===== src/source/sram_pkg.sv =====
// Macro geometry widths and the address and data word typedefs
package sram_pkg;

  // Geometry of one single-port macro
  // 2048 words deep
  localparam int MACRO_ADDR_W = 11;
  // 128-bit data word
  localparam int DATA_W = 128;

  // Derived depth of one macro
  localparam int MACRO_DEPTH = 2 ** MACRO_ADDR_W;

  // Word address inside one macro
  typedef logic [MACRO_ADDR_W-1:0] sram_addr_t;

  // Data word and per-bit write mask share this type
  // Mask bits are active low as on the ASIC macro
  typedef logic [DATA_W-1:0] sram_data_t;

  // Only the top mask bit decides a write on the FPGA model
  localparam int WEN_CTRL_BIT = DATA_W - 1;

endpackage : sram_pkg


===== src/source/bank_pkg.sv =====
// Config register map, config data types and the controller state enum
package bank_pkg;

  // Config bus widths
  localparam int CFG_ADDR_W = 2;
  localparam int CFG_DATA_W = 16;

  // Register index on the config bus
  typedef logic [CFG_ADDR_W-1:0] cfg_addr_t;

  // Register data on the config bus
  typedef logic [CFG_DATA_W-1:0] cfg_data_t;

  // Register map
  // Per-macro enable mask, one bit per macro
  localparam cfg_addr_t CFG_ENABLE = 2'd0;
  // Saturating drop counter, any write clears it
  localparam cfg_addr_t CFG_DROPS = 2'd1;
  // Write bit 0 to start init, read bit 0 for busy
  localparam cfg_addr_t CFG_INIT = 2'd2;

  // Controller states
  typedef enum logic [0:0] {
    IDLE = 1'b0,
    INIT = 1'b1
  } ctrl_state_t;

endpackage : bank_pkg


===== src/source/bank_ctrl.sv =====
// Access steering across macros, read return, drop detection and init FSM
module bank_ctrl #(
  parameter int NUM_MACROS = 2
) (
  input  logic                                   CLK,
  input  logic                                   rst_n,
  input  logic                                   rd,
  input  logic                                   wr,
  input  logic [sram_pkg::MACRO_ADDR_W+$clog2(NUM_MACROS)-1:0] addr,
  input  sram_pkg::sram_data_t                   wdata,
  output sram_pkg::sram_data_t                   rdata,
  output logic                                   rvalid,
  input  logic [NUM_MACROS-1:0]                  macro_en,
  input  logic                                   init_start,
  output logic                                   busy,
  output logic                                   drop,
  output logic [NUM_MACROS-1:0]                  cen_n,
  output logic                                   gwen_n,
  output sram_pkg::sram_data_t                   wen_n,
  output sram_pkg::sram_addr_t                   a,
  output sram_pkg::sram_data_t                   d,
  input  sram_pkg::sram_data_t [NUM_MACROS-1:0]  q
);

  import sram_pkg::*;
  import bank_pkg::*;

  // Macro select sits in the top address bits
  localparam int SEL_W   = $clog2(NUM_MACROS);
  localparam int BANK_AW = MACRO_ADDR_W + SEL_W;

  ctrl_state_t           state;
  ctrl_state_t           state_nxt;
  logic [BANK_AW-1:0]    init_addr;
  logic [BANK_AW-1:0]    cur_addr;
  logic [SEL_W-1:0]      req_sel;
  logic [SEL_W-1:0]      cur_sel;
  logic [SEL_W-1:0]      rd_sel_q;
  logic [NUM_MACROS-1:0] cur_oh;
  logic                  req;
  logic                  req_ok;
  logic                  active;

  assign busy = (state == INIT);

  // Init FSM
  always_comb begin
    state_nxt = state;
    case (state)
      IDLE: if (init_start) state_nxt = INIT;
      // Leave after the last bank address is written
      INIT: if (init_addr == '1) state_nxt = IDLE;
      default: state_nxt = IDLE;
    endcase
  end

  always_ff @(posedge CLK or negedge rst_n) begin
    if (!rst_n) begin
      state     <= IDLE;
      init_addr <= '0;
    end else begin
      state <= state_nxt;
      // Wraps back to zero on the last step
      if (busy) begin
        init_addr <= init_addr + 1'b1;
      end
    end
  end

  // Requester side decode
  assign req     = rd || wr;
  assign req_sel = addr[BANK_AW-1 -: SEL_W];
  // Served only when idle and the target macro is on
  assign req_ok  = !busy && macro_en[req_sel];

  // Init walk owns the macros while busy
  assign cur_addr = busy ? init_addr : addr;
  assign cur_sel  = cur_addr[BANK_AW-1 -: SEL_W];
  assign cur_oh   = NUM_MACROS'(1) << cur_sel;
  assign active   = busy || req;

  // Macro side controls
  // Disabled macros never see a chip enable, init skips them too
  assign cen_n  = ~({NUM_MACROS{active}} & cur_oh & macro_en);
  assign gwen_n = busy ? 1'b0 : !wr;
  // Whole-word mask follows the global write
  assign wen_n  = {DATA_W{gwen_n}};
  assign a      = cur_addr[MACRO_ADDR_W-1:0];
  assign d      = busy ? '0 : wdata;

  // Read return and drop pulse
  always_ff @(posedge CLK or negedge rst_n) begin
    if (!rst_n) begin
      rvalid   <= 1'b0;
      drop     <= 1'b0;
      rd_sel_q <= '0;
    end else begin
      rvalid <= rd && req_ok;
      drop   <= req && !req_ok;
      if (rd && req_ok) begin
        rd_sel_q <= req_sel;
      end
    end
  end

  // Data comes from the macro picked one cycle earlier
  assign rdata = q[rd_sel_q];

  // Requester contract
  a_rd_wr_excl: assert property (
    @(posedge CLK) disable iff (!rst_n) !(rd && wr)
  ) else $error("bank_ctrl: rd and wr high together");

  // No read data can come out of an init cycle
  a_no_rvalid_after_busy: assert property (
    @(posedge CLK) disable iff (!rst_n) busy |=> !rvalid
  ) else $error("bank_ctrl: rvalid after a busy cycle");

endmodule : bank_ctrl


===== config.mk =====
export PLATFORM = sky130hd
export DESIGN_NAME = bank_ctrl
export DESIGN_NICKNAME = d
export VERILOG_FILES = /design/src/source/sram_pkg.sv /design/src/source/bank_pkg.sv /design/src/source/bank_ctrl.sv
export SDC_FILE = /design/constraint.sdc
export NUM_CORES = 1
export LEC_CHECK = 0
export BUFFER_PORTS_ARGS = -buffer_cell sky130_fd_sc_hd__buf_2
export CORE_AREA = 2 2 312 314
export DETAILED_ROUTE_END_ITERATION = 7
export DIE_AREA = 0 0 314 316
export REMOVE_ABC_BUFFERS = 1
export SLEW_MARGIN = 20
export SYNTH_ARGS = -nofsm -noshare
export SYNTH_HDL_FRONTEND = slang
export SYNTH_SLANG_ARGS = --single-unit

===== constraint.sdc =====
create_clock -name CLK -period 9 [get_ports CLK]
set_clock_uncertainty 0.2 [all_clocks]
set_input_delay 1.8 -clock CLK [delete_from_list [all_inputs] [get_ports CLK]]
set_output_delay 1.8 -clock CLK [all_outputs]
set_load 0.005 [all_outputs]

==> run metrics <==
total wirelength of the detailed-routed design 63000 µm; net switching power figure 291 µW; dominant cells by area after synthesis sky130_fd_sc_hd__mux2_2 37%, sky130_fd_sc_hd__buf_4 25%, sky130_fd_sc_hd__nor2b_1 19%; ports placed on the boundary 804; number of antenna violations at the first check in global routing 93; count of mapped cells out of synthesis 490; sequential fraction of the synthesis area 9.37%; row cnt 114; number of fill cells in the layout 11300; effective utilization at floorplan 4.45%; CTS hold repair buffers 0; total clock buffers created by CTS 3; Longest Clk Path Bufs 2; height of the die 316 µm; largest net degree at the start of global routing 109; M1 GR Usage 12.9%; Final GP Congestion 0.799; clock slew at reported path FFs 0.05 ns; average footprint of a synthesized cell 8.72 µm²; sequential cell fraction of total power 20.6%; Critical Setup Path Class in -> out; internal power 362 µW; maximum fanout along the worst path 91; result of the run finished, final reports clean; total number of nets in the final design 1547; remaining global-route overflow 0; post-synthesis cell area 0.00427 mm²; worst ir drop on vdd 44.4 µV; standby leakage power 0.00474 µW; initial drt markers 187; count of buffers inserted at the top-level ports 803; met3 global-route usage 8.49%; CP Launch Type primary input; clock tree from TritonCTS done; kind of end point of the critical path primary output; required time of the critical path 7.00 ns; DR WL/cell 25.9 µm; number of sinks handled by clock tree synthesis 16; switching fraction of total power 44.6%; post-synth top area cell sky130_fd_sc_hd__mux2_2; overall die width 314 µm; area enclosed by the die boundary 0.0992 mm²; Worst slew margin 44.6%; latest clock arrival within the worst-skew pair 0.25 ns; global-route track usage on met2 19.1%; post-route worst hold slack 0.342 ns; Total Routing Usage GR 11.8%; vias in the first global route 5394; area grow syn2layout 109%; number of distinct library cells after synthesis 22; areal power density over the cells 73.1 mW/mm²; part of the total power dissipated in the clock network 15.1%; maximum capacitance violations 0; share of cells above drive strength 1 84.1%; mean number of vias per cell 2.55; layer with the highest usage met2; Final setup violation count 0; max-slew violation count 0; cell at the root of the clock tree sky130_fd_sc_hd__clkbuf_16; setup slack after placement 3.59 ns; 1st-pass router iterations 4; fmax 187 MHz; flops & latches, synth 16; post-route clock period utilization 59.6%; crit path time final 5.36 ns; post-detailed-placement half-perimeter wirelength 60000 µm; Comb pwr share 64.3%; path category of the worst min-delay check reg -> reg; Post-route DRC 0; top-area cell type share of the netlist area 37.2%; routed vias 6208; remaining number of nets flagged by the antenna check after routing 0; first-pass GRT wire length 71600 µm; slew at the pin closest to its max-slew limit 0.832 ns; core outline area 0.0960 mm²; post-route core utilization 9.30%; Post-CTS Repair Setup Buffers 0; arrival time at the worst endpoint 3.36 ns; unrepaired setup endpoints after global routing false; final number of hold-violating endpoints 0; Yosys warning total 0; H-tree Lvls 1; final setup margin 3.64 ns; PostCTS Resize Cnt 0
layout make-up:
class                   instances  area [µm²]  area share (%)
well taps                    1276        1600            17.9
repair buffers                807        4060            45.5
clock buffers                   4        88.8           0.995
flip-flops and latches         16         408            4.57
multi-input cells             313        2730            30.5
diodes                         16        40.0           0.448
inverters                       2        7.51          0.0841
per-stage QoR:
stage,area (µm²),cells,power (µW),setup TNS [ns]
after global routing,8900,2424,706,0
final,8930,2434,653,0
after detailed placement,8800,2414,572,0
after floorplan,3130,331,274,-422.12
after global placement,8800,2414,567,0
after CTS,8890,2418,674,0
worst paths after layout:
check	start	endpoint	slack [ns]	cells past startpoint
worst max-delay path	wr	wen_n[33]	3.64	4
worst min-delay path	init_addr[5]	init_addr[5]	0.34	1
worst max register to register	busy	init_addr[8]	6.55	4
worst min register to register	init_addr[5]	init_addr[5]	0.34	1
max in group asynchronous	rst_n	busy	7.00	1
min in group asynchronous	rst_n	rd_sel_q	1.28	1
metal layers:
metal  vias to the layer above  share of wire [%]
li1                       2806                  -
met4                        62                2.2
met5                         -               0.65
met3                       188                 17
met2                       557                 44
met1                      2595                 36
critical path: stages:
cell and delay (ns):
sky130_fd_sc_hd__buf_2 0.13, sky130_fd_sc_hd__nor2_4 0.53, sky130_fd_sc_hd__buf_4 0.62, sky130_fd_sc_hd__buf_2 0.23
placed cells by master, fill, tap and decap left out, drive strengths merged, types with 2 or more instances in the layout:
master and instances:
xor2 6, inv 2, nor2b 129, mux2 141
clkbuf 4, xnor2 5, nand3 3, buf 807
nor3 5, o21ai 3, nand2 5, diode 16
dfrtp 16, nor2 8, nand4 3
cell families after synthesis:
| group | Yosys count | synth area share (%) |
|---|---|---|
| AO/OA/AOI/OAI | 4 | 0.498 |
| AND/OR/NAND/NOR | 155 | 23.2 |
| buffers and inverters | 161 | 27.0 |
| multiplexers | 142 | 37.4 |
| flip-flops | 16 | 9.37 |
| adder cells (fa/ha/maj) | 1 | 0.293 |
| XOR/XNOR | 11 | 2.26 |
cell usage after synthesis:
cell type                    n
sky130_fd_sc_hd__nand3_1     2
sky130_fd_sc_hd__nand4_1     1
sky130_fd_sc_hd__xor2_1      6
sky130_fd_sc_hd__buf_2      15
sky130_fd_sc_hd__nor3_1      5
sky130_fd_sc_hd__nand4_4     2
sky130_fd_sc_hd__ha_1        1
sky130_fd_sc_hd__a31oi_1     1
sky130_fd_sc_hd__nor3b_2     1
sky130_fd_sc_hd__o21ai_0     3
sky130_fd_sc_hd__inv_1       2
sky130_fd_sc_hd__nor2_1      8
sky130_fd_sc_hd__dfrtp_1    16
sky130_fd_sc_hd__nor4_4      1
sky130_fd_sc_hd__buf_4     141
sky130_fd_sc_hd__mux2_2    141
sky130_fd_sc_hd__nor2b_1   129
sky130_fd_sc_hd__mux2i_1     1
sky130_fd_sc_hd__clkbuf_1    3
sky130_fd_sc_hd__xnor2_1     5
sky130_fd_sc_hd__nand2_1     5
sky130_fd_sc_hd__nand3_4     1
power groups by stage:
stage | clock, µW | combinational (µW) | sequential [µW]
2_1_floorplan | 0 | 148 | 126
3_3_place_gp | 0 | 427 | 140
3_5_place_dp | 0 | 431 | 140
4_1_cts | 100 | 434 | 139
5_1_grt | 105 | 460 | 141
6_report | 98.2 | 420 | 135
registers in the layout, summed over array words and instances, names as in the netlist:
name / flops
drop: 1
rvalid: 1
init_addr: 12
rd_sel_q: 1
busy: 1
No activity file was read; power rests on OpenSTA's default activity.
