==> src/source/bank_pkg.sv <==
// Config register map, config data types and the controller state enum
package bank_pkg;

  // Config bus widths
  localparam int CFG_ADDR_W = 2;
  localparam int CFG_DATA_W = 16;

  // Register index on the config bus
  typedef logic [CFG_ADDR_W-1:0] cfg_addr_t;

  // Register data on the config bus
  typedef logic [CFG_DATA_W-1:0] cfg_data_t;

  // Register map
  // Per-macro enable mask, one bit per macro
  localparam cfg_addr_t CFG_ENABLE = 2'd0;
  // Saturating drop counter, any write clears it
  localparam cfg_addr_t CFG_DROPS = 2'd1;
  // Write bit 0 to start init, read bit 0 for busy
  localparam cfg_addr_t CFG_INIT = 2'd2;

  // Controller states
  typedef enum logic [0:0] {
    IDLE = 1'b0,
    INIT = 1'b1
  } ctrl_state_t;

endpackage : bank_pkg

==> src/source/bank_cfg.sv <==
// Config registers for macro enable mask, drop counter, init trigger and status
module bank_cfg #(
  parameter int NUM_MACROS = 2
) (
  input  logic                  CLK,
  input  logic                  rst_n,
  input  logic                  cfg_wr,
  input  bank_pkg::cfg_addr_t   cfg_addr,
  input  bank_pkg::cfg_data_t   cfg_wdata,
  output bank_pkg::cfg_data_t   cfg_rdata,
  input  logic                  busy,
  input  logic                  drop,
  output logic [NUM_MACROS-1:0] macro_en,
  output logic                  init_start
);

  import bank_pkg::*;

  cfg_data_t drop_cnt;
  logic      wr_enable;
  logic      wr_drops;
  logic      wr_init;

  // Register write decode
  assign wr_enable = cfg_wr && (cfg_addr == CFG_ENABLE);
  assign wr_drops  = cfg_wr && (cfg_addr == CFG_DROPS);
  assign wr_init   = cfg_wr && (cfg_addr == CFG_INIT);

  // Enable mask, all macros on after reset
  always_ff @(posedge CLK or negedge rst_n) begin
    if (!rst_n) begin
      macro_en <= '1;
    end else if (wr_enable) begin
      macro_en <= cfg_wdata[NUM_MACROS-1:0];
    end
  end

  // Drop counter
  // Clear wins over a drop in the same cycle
  always_ff @(posedge CLK or negedge rst_n) begin
    if (!rst_n) begin
      drop_cnt <= '0;
    end else if (wr_drops) begin
      drop_cnt <= '0;
    end else if (drop && (drop_cnt != '1)) begin
      // Saturate at all ones
      drop_cnt <= drop_cnt + 1'b1;
    end
  end

  // Init trigger, one-cycle pulse
  always_ff @(posedge CLK or negedge rst_n) begin
    if (!rst_n) begin
      init_start <= 1'b0;
    end else begin
      init_start <= wr_init && cfg_wdata[0];
    end
  end

  // Readback mux
  always_comb begin
    cfg_rdata = '0;
    case (cfg_addr)
      CFG_ENABLE: cfg_rdata[NUM_MACROS-1:0] = macro_en;
      CFG_DROPS:  cfg_rdata = drop_cnt;
      CFG_INIT:   cfg_rdata[0] = busy;
      default:    cfg_rdata = '0;
    endcase
  end

endmodule : bank_cfg

==> config.mk <==
export PLATFORM = sky130hd
export DESIGN_NAME = bank_cfg
export DESIGN_NICKNAME = d
export VERILOG_FILES = /design/src/source/bank_pkg.sv /design/src/source/bank_cfg.sv
export SDC_FILE = /design/constraint.sdc
export NUM_CORES = 1
export LEC_CHECK = 0
export CORE_MARGIN = 2
export CORE_UTILIZATION = 55
export CTS_BUF_LIST = sky130_fd_sc_hd__clkbuf_16
export DETAILED_ROUTE_END_ITERATION = 6
export DONT_BUFFER_PORTS = 1
export GPL_TIMING_DRIVEN = 0
export PLACE_DENSITY = 0.8
export SKIP_CTS_REPAIR_TIMING = 1
export SYNTH_ARGS = -nofsm -noshare
export SYNTH_HDL_FRONTEND = slang
export SYNTH_SLANG_ARGS = --single-unit
==> constraint.sdc <==
create_clock -name CLK -period 2.3 [get_ports CLK]
set_input_delay 0.23 -clock CLK [delete_from_list [all_inputs] [get_ports CLK]]
set_output_delay 0.23 -clock CLK [all_outputs]
set_load 0.03 [all_outputs]
==> results.txt, run 1 <==
* Multiplexer area fraction after synthesis: 4.54%
* First-pass GRT wire length: 4.41 mm
* Total of warnings raised by yosys: 0
- Endpoint of the most critical register-to-register path: drop_cnt[1]$_DFFE_PN0P_
* Worst skew pair latency: 250 ps
- In this run, synthesis inferred 0 flip-flops with an integrated enable.
* Initial antenna violation count: 0
- Beginning of the worst hold path: cfg_wdata[0]
- Post-layout min period: 1920 ps
- Gp weighted congestion: 0.860
- Clock Path Buffers: 2
* Cell area after synthesis: 1160 um2
* Kind of end point of the critical path: register
- Setup violations remaining at the end of the flow were counted as 0.
- Category of the most critical setup path: register to register
- For the pin with the worst max-slew slack, the measured transition is 912 ps.
* Vias per Instance: 6.37
* Area share of xor/xnor cells in the synthesized design: 1.51%
- Data arrives at the worst endpoint at 2050 ps.
* Asr flop ratio synth: 100%
- The detail route stage leaves a number of antenna-violating nets equal to 0.
- Sequential cells were found to cover 41.3% of the synthesized design area.
- Aggregate global-route resource usage: 23.1%
* Classification of the worst-slack hold path: primary input to register
- Synthesized-area fraction occupied by ao, oa, aoi and oai cells: 16.3%
* Die Y: 49.9 um
- Master of the slowest instance on the critical path: sky130_fd_sc_hd__o41ai_4
- Wires add up to 2.55 mm.
- The count of buffers added on input and output ports is 0.
- Ports placed on the boundary: 42
- Number of synthesized register bits: 19
- Via count: 974
- Dividing the final minimum period by the clock period gives 83.4%.
- Clock tree synthesis inserted a total of 3 buffers.
* DRC viols: 0
- Most common flop cell mapped by yosys: sky130_fd_sc_hd__dfrtp_1
- Counting instances, the worst hold path has a depth of 1.
* Die X: 49.9 um
- Maximum clock frequency: 522 MHz
- The worst register-to-register path has a setup slack of 380 ps.
- The worst register-to-register path begins at drop_cnt[0]$_DFFE_PN0P_.
* Global routing usage on met2: 38.7%
* CTS clock-pin slew for the worst setup and hold paths: 50 ps
- The flow ran to the end, and the final reports show no timing, DRC or antenna violations.
- Clock skew on the completed layout was measured at 2.19 ps.
* Die area: 2490 um2
- Area growth from synthesis to layout: 10.6%
- Clock root buffer master: sky130_fd_sc_hd__clkbuf_16
* Delay of the slowest cell on the worst path: 630 ps
- For this run, the post-layout net count is 151.
- Largest net degree at the start of global routing: 20
* Core outline area: 1980 um2
* Headroom to the max-slew limit: 38.6%
* Layout fillers: 165
- Walking the worst path, the cells encountered are ha_1 > nand4_2 > o41ai_4 > mux2i_1 > nor2_1.
* Fraction of the mapped netlist area in adder cells: 1.08%
- The number of global-route vias before repair came to 953.
- Slew Limit Fails: 0
- Grt met1 use: 30.7%
- Number of inserted diodes: 0
* Clock tree from TritonCTS: done
- The floorplan has 16 rows.
- Max-cap violations in this run came to 0.
* Finished Cell Area: 1280 um2
- Max Fanout on Critical Path: 8
* TNS Setup: 0 ps
- RSZ-0062 raised after global routing: false
- Dividing total power by cell area gives a power density of 743 nW/um2.
- Yosys mapped the design onto 34 distinct sky130hd cell types.
- Startpoint types: register
- The first detailed-routing pass ran for 4 iterations.
- Cells with a size suffix above 1 make up 10.3% of the layout.
- Summed over all layers, the global routing overflow is 0.
* Required time reported for the critical path endpoint: 2430 ps
- Length in cells of the worst reg-to-reg path: 5
* Mapped Avg Cell Area: 9.58 um2
- For this configuration, the core starts out at a cell density of 58.5%.
- Final cell utilization of the core: 64.6%
- HPWL after detailed placement: 1.83 mm
* Post-synthesis net count: 145
- In the final routed layout, each cell accounts on average for 16.7 um.
- The worst-case IR drop observed on VDD is 505 uV.
- The total count of hold-check failures in the final report was 0.
- For this run, global-route usage on met3 was measured as 3.64%.
- CTS built an H-tree with a depth of 1.
- Simple-gate share of the synthesized area: 33.6%
* Worst Hold Path EP: macro_en[0]$_DFFE_PN1P_
- Initial DRC count: 27
- Largest family of logic cells by synthesized area: simple AND/OR/NAND/NOR gates
- Post-DP Area: 1190 um2
- Static leakage power: 0.547 nW
- CTS sink cnt: 19
- Busiest layer in global routing: met2
* Synthesized instance count: 121
==> flip-flops by register name (all words and copies together), names as in the netlist <==
signal      cells
drop_cnt       16
macro_en        2
init_start      1
==> layout make-up <==
class	instances	area, um2	area share, %
Multi-Input combinational cell	97	661	51.6
Sequential cell	19	478	37.3
Clock buffer	3	75.1	5.86
Tap cell	27	33.8	2.64
Buffer	3	12.5	0.977
Timing Repair Buffer	1	10.0	0.781
Inverter	2	7.51	0.586
Clock inverter	1	3.75	0.293
==> power by group <==
group	switching, W	internal, W	leakage (nW)	total [W]
combinational	0.0000873	0.0000553	0.251	0.000143
sequential	0.0000782	0.000384	0.253	0.000462
clock	0.000116	0.000231	0.0423	0.000347
==> routing by layer <==
layer / wire length (um) / share of wire [%] / up-vias
met4: 24 / 0.94 / 0
li1: - / - / 472
met2: 1330 / 52 / 22
met1: 1110 / 44 / 476
met3: 81 / 3.2 / 4
met5: 0 / 0 / -
==> cell families (layout without fill, tap and decap cells) <==
kind of cell	Yosys count	in the layout
AO/OA/AOI/OAI	28	28
XOR/XNOR	2	2
adder cells (fa/ha/maj)	1	1
buffers and inverters	5	10
flip-flops	19	19
multiplexers	5	5
AND/OR/NAND/NOR	61	61
==> how the worst max path moves through the flow <==
stage	to	depth (start not counted)	slack, ps	startpoint
2_1_floorplan	drop_cnt[1]$_DFFE_PN0P_	5	630	drop_cnt[0]$_DFFE_PN0P_
3_3_place_gp	drop_cnt[1]$_DFFE_PN0P_	5	440	drop_cnt[0]$_DFFE_PN0P_
3_5_place_dp	drop_cnt[1]$_DFFE_PN0P_	5	410	drop_cnt[0]$_DFFE_PN0P_
4_1_cts	cfg_rdata[0]	2	380	macro_en[0]$_DFFE_PN1P_
5_1_grt	drop_cnt[1]$_DFFE_PN0P_	5	190	drop_cnt[0]$_DFFE_PN0P_
6_report	drop_cnt[1]$_DFFE_PN0P_	5	380	drop_cnt[0]$_DFFE_PN0P_
==> cells in the mapped netlist (3+ instances only) <==
cell type	n	area share, %
sky130_fd_sc_hd__dfrtp_1	17	37
sky130_fd_sc_hd__and2_1	15	8.1
sky130_fd_sc_hd__a21oi_1	10	4.3
sky130_fd_sc_hd__nand2_1	7	2.3
sky130_fd_sc_hd__nand3_1	7	3.0
sky130_fd_sc_hd__o21ai_0	7	3.0
sky130_fd_sc_hd__or3_1	7	3.8
sky130_fd_sc_hd__nor2_1	6	1.9
sky130_fd_sc_hd__and3_1	3	1.6
sky130_fd_sc_hd__and4_1	3	2.3
sky130_fd_sc_hd__mux2i_1	3	2.6
sky130_fd_sc_hd__o31ai_1	3	1.9
sky130_fd_sc_hd__or4_1	3	1.9
==> placed cells by master, fill, tap and decap left out, types with 2 or more instances in the layout <==
cell type	n
sky130_fd_sc_hd__and2_1	15
sky130_fd_sc_hd__o21ai_1	2
sky130_fd_sc_hd__or3_1	7
sky130_fd_sc_hd__and4_1	3
sky130_fd_sc_hd__and3_1	3
sky130_fd_sc_hd__mux2i_1	3
sky130_fd_sc_hd__or4_1	3
sky130_fd_sc_hd__clkbuf_1	2
sky130_fd_sc_hd__dfrtp_1	17
sky130_fd_sc_hd__clkbuf_16	3
sky130_fd_sc_hd__o21ai_0	7
sky130_fd_sc_hd__nor2_1	6
sky130_fd_sc_hd__o31ai_1	3
sky130_fd_sc_hd__nand4_2	2
sky130_fd_sc_hd__dfstp_2	2
sky130_fd_sc_hd__nand3_1	7
sky130_fd_sc_hd__mux2_2	2
sky130_fd_sc_hd__nand2_1	7
sky130_fd_sc_hd__a21oi_1	10
sky130_fd_sc_hd__o41ai_1	2
sky130_fd_sc_hd__o311ai_0	2
sky130_fd_sc_hd__nand4_1	2
sky130_fd_sc_hd__inv_1	3
==> critical path, delay by kind of cell (launching register included) <==
family                   cells  cell delay (ps)
multiplexers                 1              240
adder cells (fa/ha/maj)      1              250
AND/OR/NAND/NOR              2              250
AO/OA/AOI/OAI                1              630
flip-flops                   1              430
==> per-stage QoR <==
| stage | power (W) | worst slack (ps) | instances | hold WS (ps) |
|---|---|---|---|---|
| after CTS | 0.000949 | 379 | 152 | -327 |
| final | 0.000952 | 383 | 153 | 137 |
| after floorplan | 0.000566 | 633 | 121 | -65.6 |
| after global placement | 0.000593 | 445 | 148 | -65.1 |
| after detailed placement | 0.000601 | 409 | 148 | -65.2 |
| after global routing | 0.00100 | 193 | 153 | 138 |
(Power assumes the default switching activity.)
==> run 2: changes to the inputs <==
--- a/config.mk
+++ b/config.mk
@@ -5,6 +5,7 @@
 export SDC_FILE = /design/constraint.sdc
 export NUM_CORES = 1
 export LEC_CHECK = 0
+export ABC_AREA = 1
 export CORE_MARGIN = 2
 export CORE_UTILIZATION = 55
 export CTS_BUF_LIST = sky130_fd_sc_hd__clkbuf_16
==> constraint.sdc (replaced) <==
create_clock -name CLK -period 1.9 [get_ports CLK]
set_input_delay 0.19 -clock CLK [delete_from_list [all_inputs] [get_ports CLK]]
set_output_delay 0.19 -clock CLK [all_outputs]
set_load 0.03 [all_outputs]
==> run 2 against run 1 <==
Net effect: via count increased by 36%; first-iteration DRC count increased by 81%; die area is 12% higher; sequential cell count did not move; wire length up 28%; sequential power is 8.2% higher; critical path depth up 3; hold slack lost 75 ps; clock skew up 2.4 ps; register-to-register slack got worse by 230 ps; critical endpoint is now drop_cnt[15]$_DFFE_PN0P_.
==> results.txt, run 2 <==
- Dominant cell type by area after synthesis: sky130_fd_sc_hd__dfrtp_1
- The count of buffers inserted at the top-level ports was 0 (unchanged).
- The number of nets still failing antenna checks after routing came to 0 (unchanged).
- Vias per Instance: 5.70 (-10%)
- The fmax is 571 MHz (+9.4%).
- In the layout the commonest cells are 54 x sky130_fd_sc_hd__nand2_1, 35 x sky130_fd_sc_hd__nor2_1, 32 x sky130_fd_sc_hd__nand3_1.
- Regs by FF count: drop_cnt x16, macro_en x2, init_start x1
- The final-stage net count is 229 (+52%).
* Share of final-layout standard cells stronger than drive strength 1: 10.8% (+0.47 points)
- Max-cap violations: 0 (unchanged)
- Max Fanout on Critical Path: 10 (+2)
- The register with the most flip-flops in the final layout is drop_cnt.
- The portion of synthesized cell area occupied by the leading cell type came to 32.4% (-4.4 points).
* Share of total power in combinational logic: 17.7% (+2.7 points)
* Cell area after synthesis: 1320 um2 (+13%)
- The worst register-to-register path ends at drop_cnt[15]$_DFFE_PN0P_.
* Area growth from synthesis to layout: 10.8%
- For this run, the leading register cell type out of synthesis is sky130_fd_sc_hd__dfrtp_1.
- Setup repair after global routing left no endpoint under its margin.
- Final total power: 0.00114 W (+20%)
- The clock input transition at the sequential cells of the worst setup and hold paths is 60 ps (about the same).
- The routed length on met1 was 1.31 mm (+18%).
* Length in cells of the worst reg-to-reg path: 8 (+3)
* Post-Place Setup Slack: 79.2 ps (-329 ps)
- The total cell area at the placement stage was 1350 um2 (+13%).
- Classification of the worst-slack hold path: primary input to register
- The number of enable-type register cells in the synthesized netlist was 0 (unchanged).
- TritonCTS built the clock tree.
* DRC viols: 0 (unchanged)
* Aggregate global-route resource usage: 26.9% (+3.9 points)
- The register cell area after layout was 478 um2 (unchanged).
- Layout fillers: 198 (+20%)
- The number of H-tree levels is 1 (unchanged).
- Core outline area: 2230 um2 (+13%)
- Peak supply drop: 720 uV (+42%)
- STA classifies the critical path startpoint as a register.
- The deepest clock path buffer count was 2 (unchanged).
- The worst register-to-register path begins at drop_cnt[1]$_DFFE_PN0P_.
- The number of vias after detailed routing was 1323 (+36%).
- Fin Hold WS: 62.5 ps (-74.5 ps)
* Switching power as a share of total power: 30.2% (+0.61 points)
- The arrival time of the worst setup path was 1940 ps (-110 ps).
- Following the worst setup path forward leads to its endpoint at drop_cnt[15]$_DFFE_PN0P_.
- The cell row count was 17 (+1).
- Vias in the first global route: 1201 (+26%)
- The sequential cell fraction of total power came to 43.9% (-4.7 points).
- First-pass GRT wire length: 5.35 mm (+21%)
- The total number of clock tree sinks came to 19 (unchanged).
* Mapped Avg Cell Area: 6.64 um2 (-31%)
- The actual slew at the worst max-slew pin is 928 ps (+16.3 ps).
- The synthesized net count was 222 (+53%).
- The number of top-level pins is 42 (unchanged).
* Worst setup path startpoint: drop_cnt[1]$_DFFE_PN0P_
- Max Clock Skew: 4.58 ps (+2.39 ps)
- In the post-synthesis netlist, the biggest area contributors are sky130_fd_sc_hd__dfrtp_1 32%, sky130_fd_sc_hd__nand2_1 15%, sky130_fd_sc_hd__nand3_1 12%, sky130_fd_sc_hd__nor2_1 10%, sky130_fd_sc_hd__inv_1 5.1%.
- The final weighted congestion in routability-driven placement is 0.893 (+3.8%).
- The unique cell type count in the Yosys netlist was 25 (-26%).
- The clock share of power is 38.4% (+1.9 points).
- HPWL after detailed placement: 2.34 mm (+28%)
* Most common cell type on the critical path: sky130_fd_sc_hd__nand2_2
* Clock root buffer master: sky130_fd_sc_hd__clkbuf_16
- The sum of routed wire length over all layers was 3.27 mm (+28%).
- The die outline area was 2800 um2 (+12%).
- Slew Limit Fails: 0 (unchanged)
- By count the netlist is led by 54 x sky130_fd_sc_hd__nand2_1, 35 x sky130_fd_sc_hd__nor2_1, 32 x sky130_fd_sc_hd__nand3_1.
- The vertical extent of the die is 52.9 um (+6.0%).
- The CTS buffer count is 3 (unchanged).
* Number of flip-flops under the largest register name: 16 (unchanged)
- Required time reported for the critical path endpoint: 2090 ps (-340 ps)
* Initial antenna violation count: 0 (unchanged)
- The worst slew margin relative to its limit came to 37.5% (-1.1 points).
- Int Pwr: 0.000796 W (+19%)
- The power density over the cells was 783 nW/um2 (+5.4%).
* TNS Setup: 0 ps (unchanged)
- Sequential share of the synthesized area: 36.3% (-4.9 points)
* Delay of the slowest cell on the worst path: 420 ps (-210 ps)
* Psw: 0.000344 W (+22%)
* Worst skew pair latency: 250 ps (about the same)
- Asr flop ratio synth: 100% (unchanged)
- The post-route fraction of the period consumed by the critical path came to 92.2% (+8.8 points).
- Synthesized instance count: 198 (+64%)
* Total of warnings raised by yosys: 0 (unchanged)
- The total count of hold-check failures in the final report is 0 (unchanged).
- The worst setup path is captured at a register.
- The count of state elements after synthesis was 19 (unchanged).
- Combined area of the multi-input logic cells: 736 um2 (+11%)
- The pin count of the biggest net entering global routing was 20 (unchanged).
* Static leakage power: 0.652 nW (+19%)
- By startpoint and endpoint, the worst setup path is classified as register to register.
- Routed wire length on met3: 288 um (+260%)
* Post-layout min period: 1750 ps (-166 ps)
- Status: finished, final reports clean
- The starting density of the core was 58.9% (+0.42 points).
- The slowest stage of the critical path is the sky130_fd_sc_hd__dfrtp_1 cell.
- First-pass iteration count of the detailed router: 5 (+1)
- The post-layout instance area is 1460 um2 (+14%).
- The met2 layer wire length in the routed design is 1.63 mm (+22%).
- The antenna diode instance count was 0 (unchanged).
- Cells traversed along the worst timing path: ha_1 > nand2_2 > nor2_4 > nand2_2 > o21ai_4 > buf_6 > nand3_1 > nand2_1
- Initial DRC count: 49 (+81%)
- The flop-to-flop setup slack was 150 ps (-230 ps).
- Highest metal layer with signal wires: met4
- The floorplan die width came to 52.9 um (+6.0%).
- The detailed-route wire length per cell was 14.1 um (-15%).
- Total congestion overflow after global routing: 0 (unchanged)
- Most frequent standard cell in the layout excluding fill and tap cells: sky130_fd_sc_hd__nand2_1
* Final setup viols: 0 (unchanged)
- Smallest setup slack after layout: 148 ps (-234 ps)
- Number of stages on the worst hold path: 2 (+1)
* Most common cell in the netlist: sky130_fd_sc_hd__nand2_1
[run 2: changes by cell type after synthesis, sizes merged, moves of 7 or more]
cell | previous run | this run
nand3 | 7 | 32
nor2 | 6 | 38
or3 | 7 | 0
and2 | 15 | 0
a21oi | 10 | 0
nand2 | 7 | 59
inv | 2 | 21
[run 2: through the flow]
step           util, %  instances
6_report          65.3        232
5_1_grt           65.3        232
4_1_cts           64.1        230
3_5_place_dp      60.4        226
3_3_place_gp      60.4        226
2_1_floorplan        -        198
[run 2: critical path: cells and delay by family (launching register included)]
family / cells / cell delay (ps)
AO/OA/AOI/OAI: 1 / 290
AND/OR/NAND/NOR: 5 / 530
buffers and inverters: 1 / 190
flip-flops: 1 / 420
adder cells (fa/ha/maj): 1 / 250
[run 2: how the worst min path moves through the flow]
stage,startpoint,to
CTS,rst_n,init_start$_DFF_PN0_
floorplan,rst_n,drop_cnt[0]$_DFFE_PN0P_
global route,cfg_addr[1],init_start$_DFF_PN0_
detailed placement,rst_n,drop_cnt[3]$_DFFE_PN0P_
finish,cfg_wdata[0],init_start$_DFF_PN0_
global placement,rst_n,drop_cnt[4]$_DFFE_PN0P_
[run 2: final cells by class]
cell class / instances / area share, %
repair buffers: 2 / 1.37
clock inverters: 1 / 0.515
clock buffers: 3 / 5.15
inverters: 21 / 5.41
flip-flops and latches: 19 / 32.8
well taps: 28 / 2.40
plain buffers: 5 / 1.89
multi-input cells: 153 / 50.5
[run 2: power by group through the flow]
stage / clock, W / sequential [W] / combinational [W]
after floorplan: 0 / 0.000496 / 0.000161
after global placement: 0 / 0.000502 / 0.000182
after detailed placement: 0 / 0.000506 / 0.000188
after CTS: 0.000447 / 0.000500 / 0.000190
after global routing: 0.000467 / 0.000505 / 0.000221
final: 0.000438 / 0.000500 / 0.000202
[run 2: logic make-up after synthesis]
kind of cell	count (synthesis)	share of synthesized area (%)
XOR/XNOR	4	2.66
buffers and inverters	26	8.09
AO/OA/AOI/OAI	8	4.09
adder cells (fa/ha/maj)	1	0.951
AND/OR/NAND/NOR	139	47.0
flip-flops	19	36.3
multiplexers	1	0.856
[run 2: routing by layer]
| metal | global-route usage (%) | vias up |
|---|---|---|
| met5 | 0 | - |
| met4 | 11.5 | 0 |
| met3 | 7.34 | 5 |
| met2 | 46.0 | 68 |
| met1 | 31.4 | 606 |
| li1 | - | 644 |
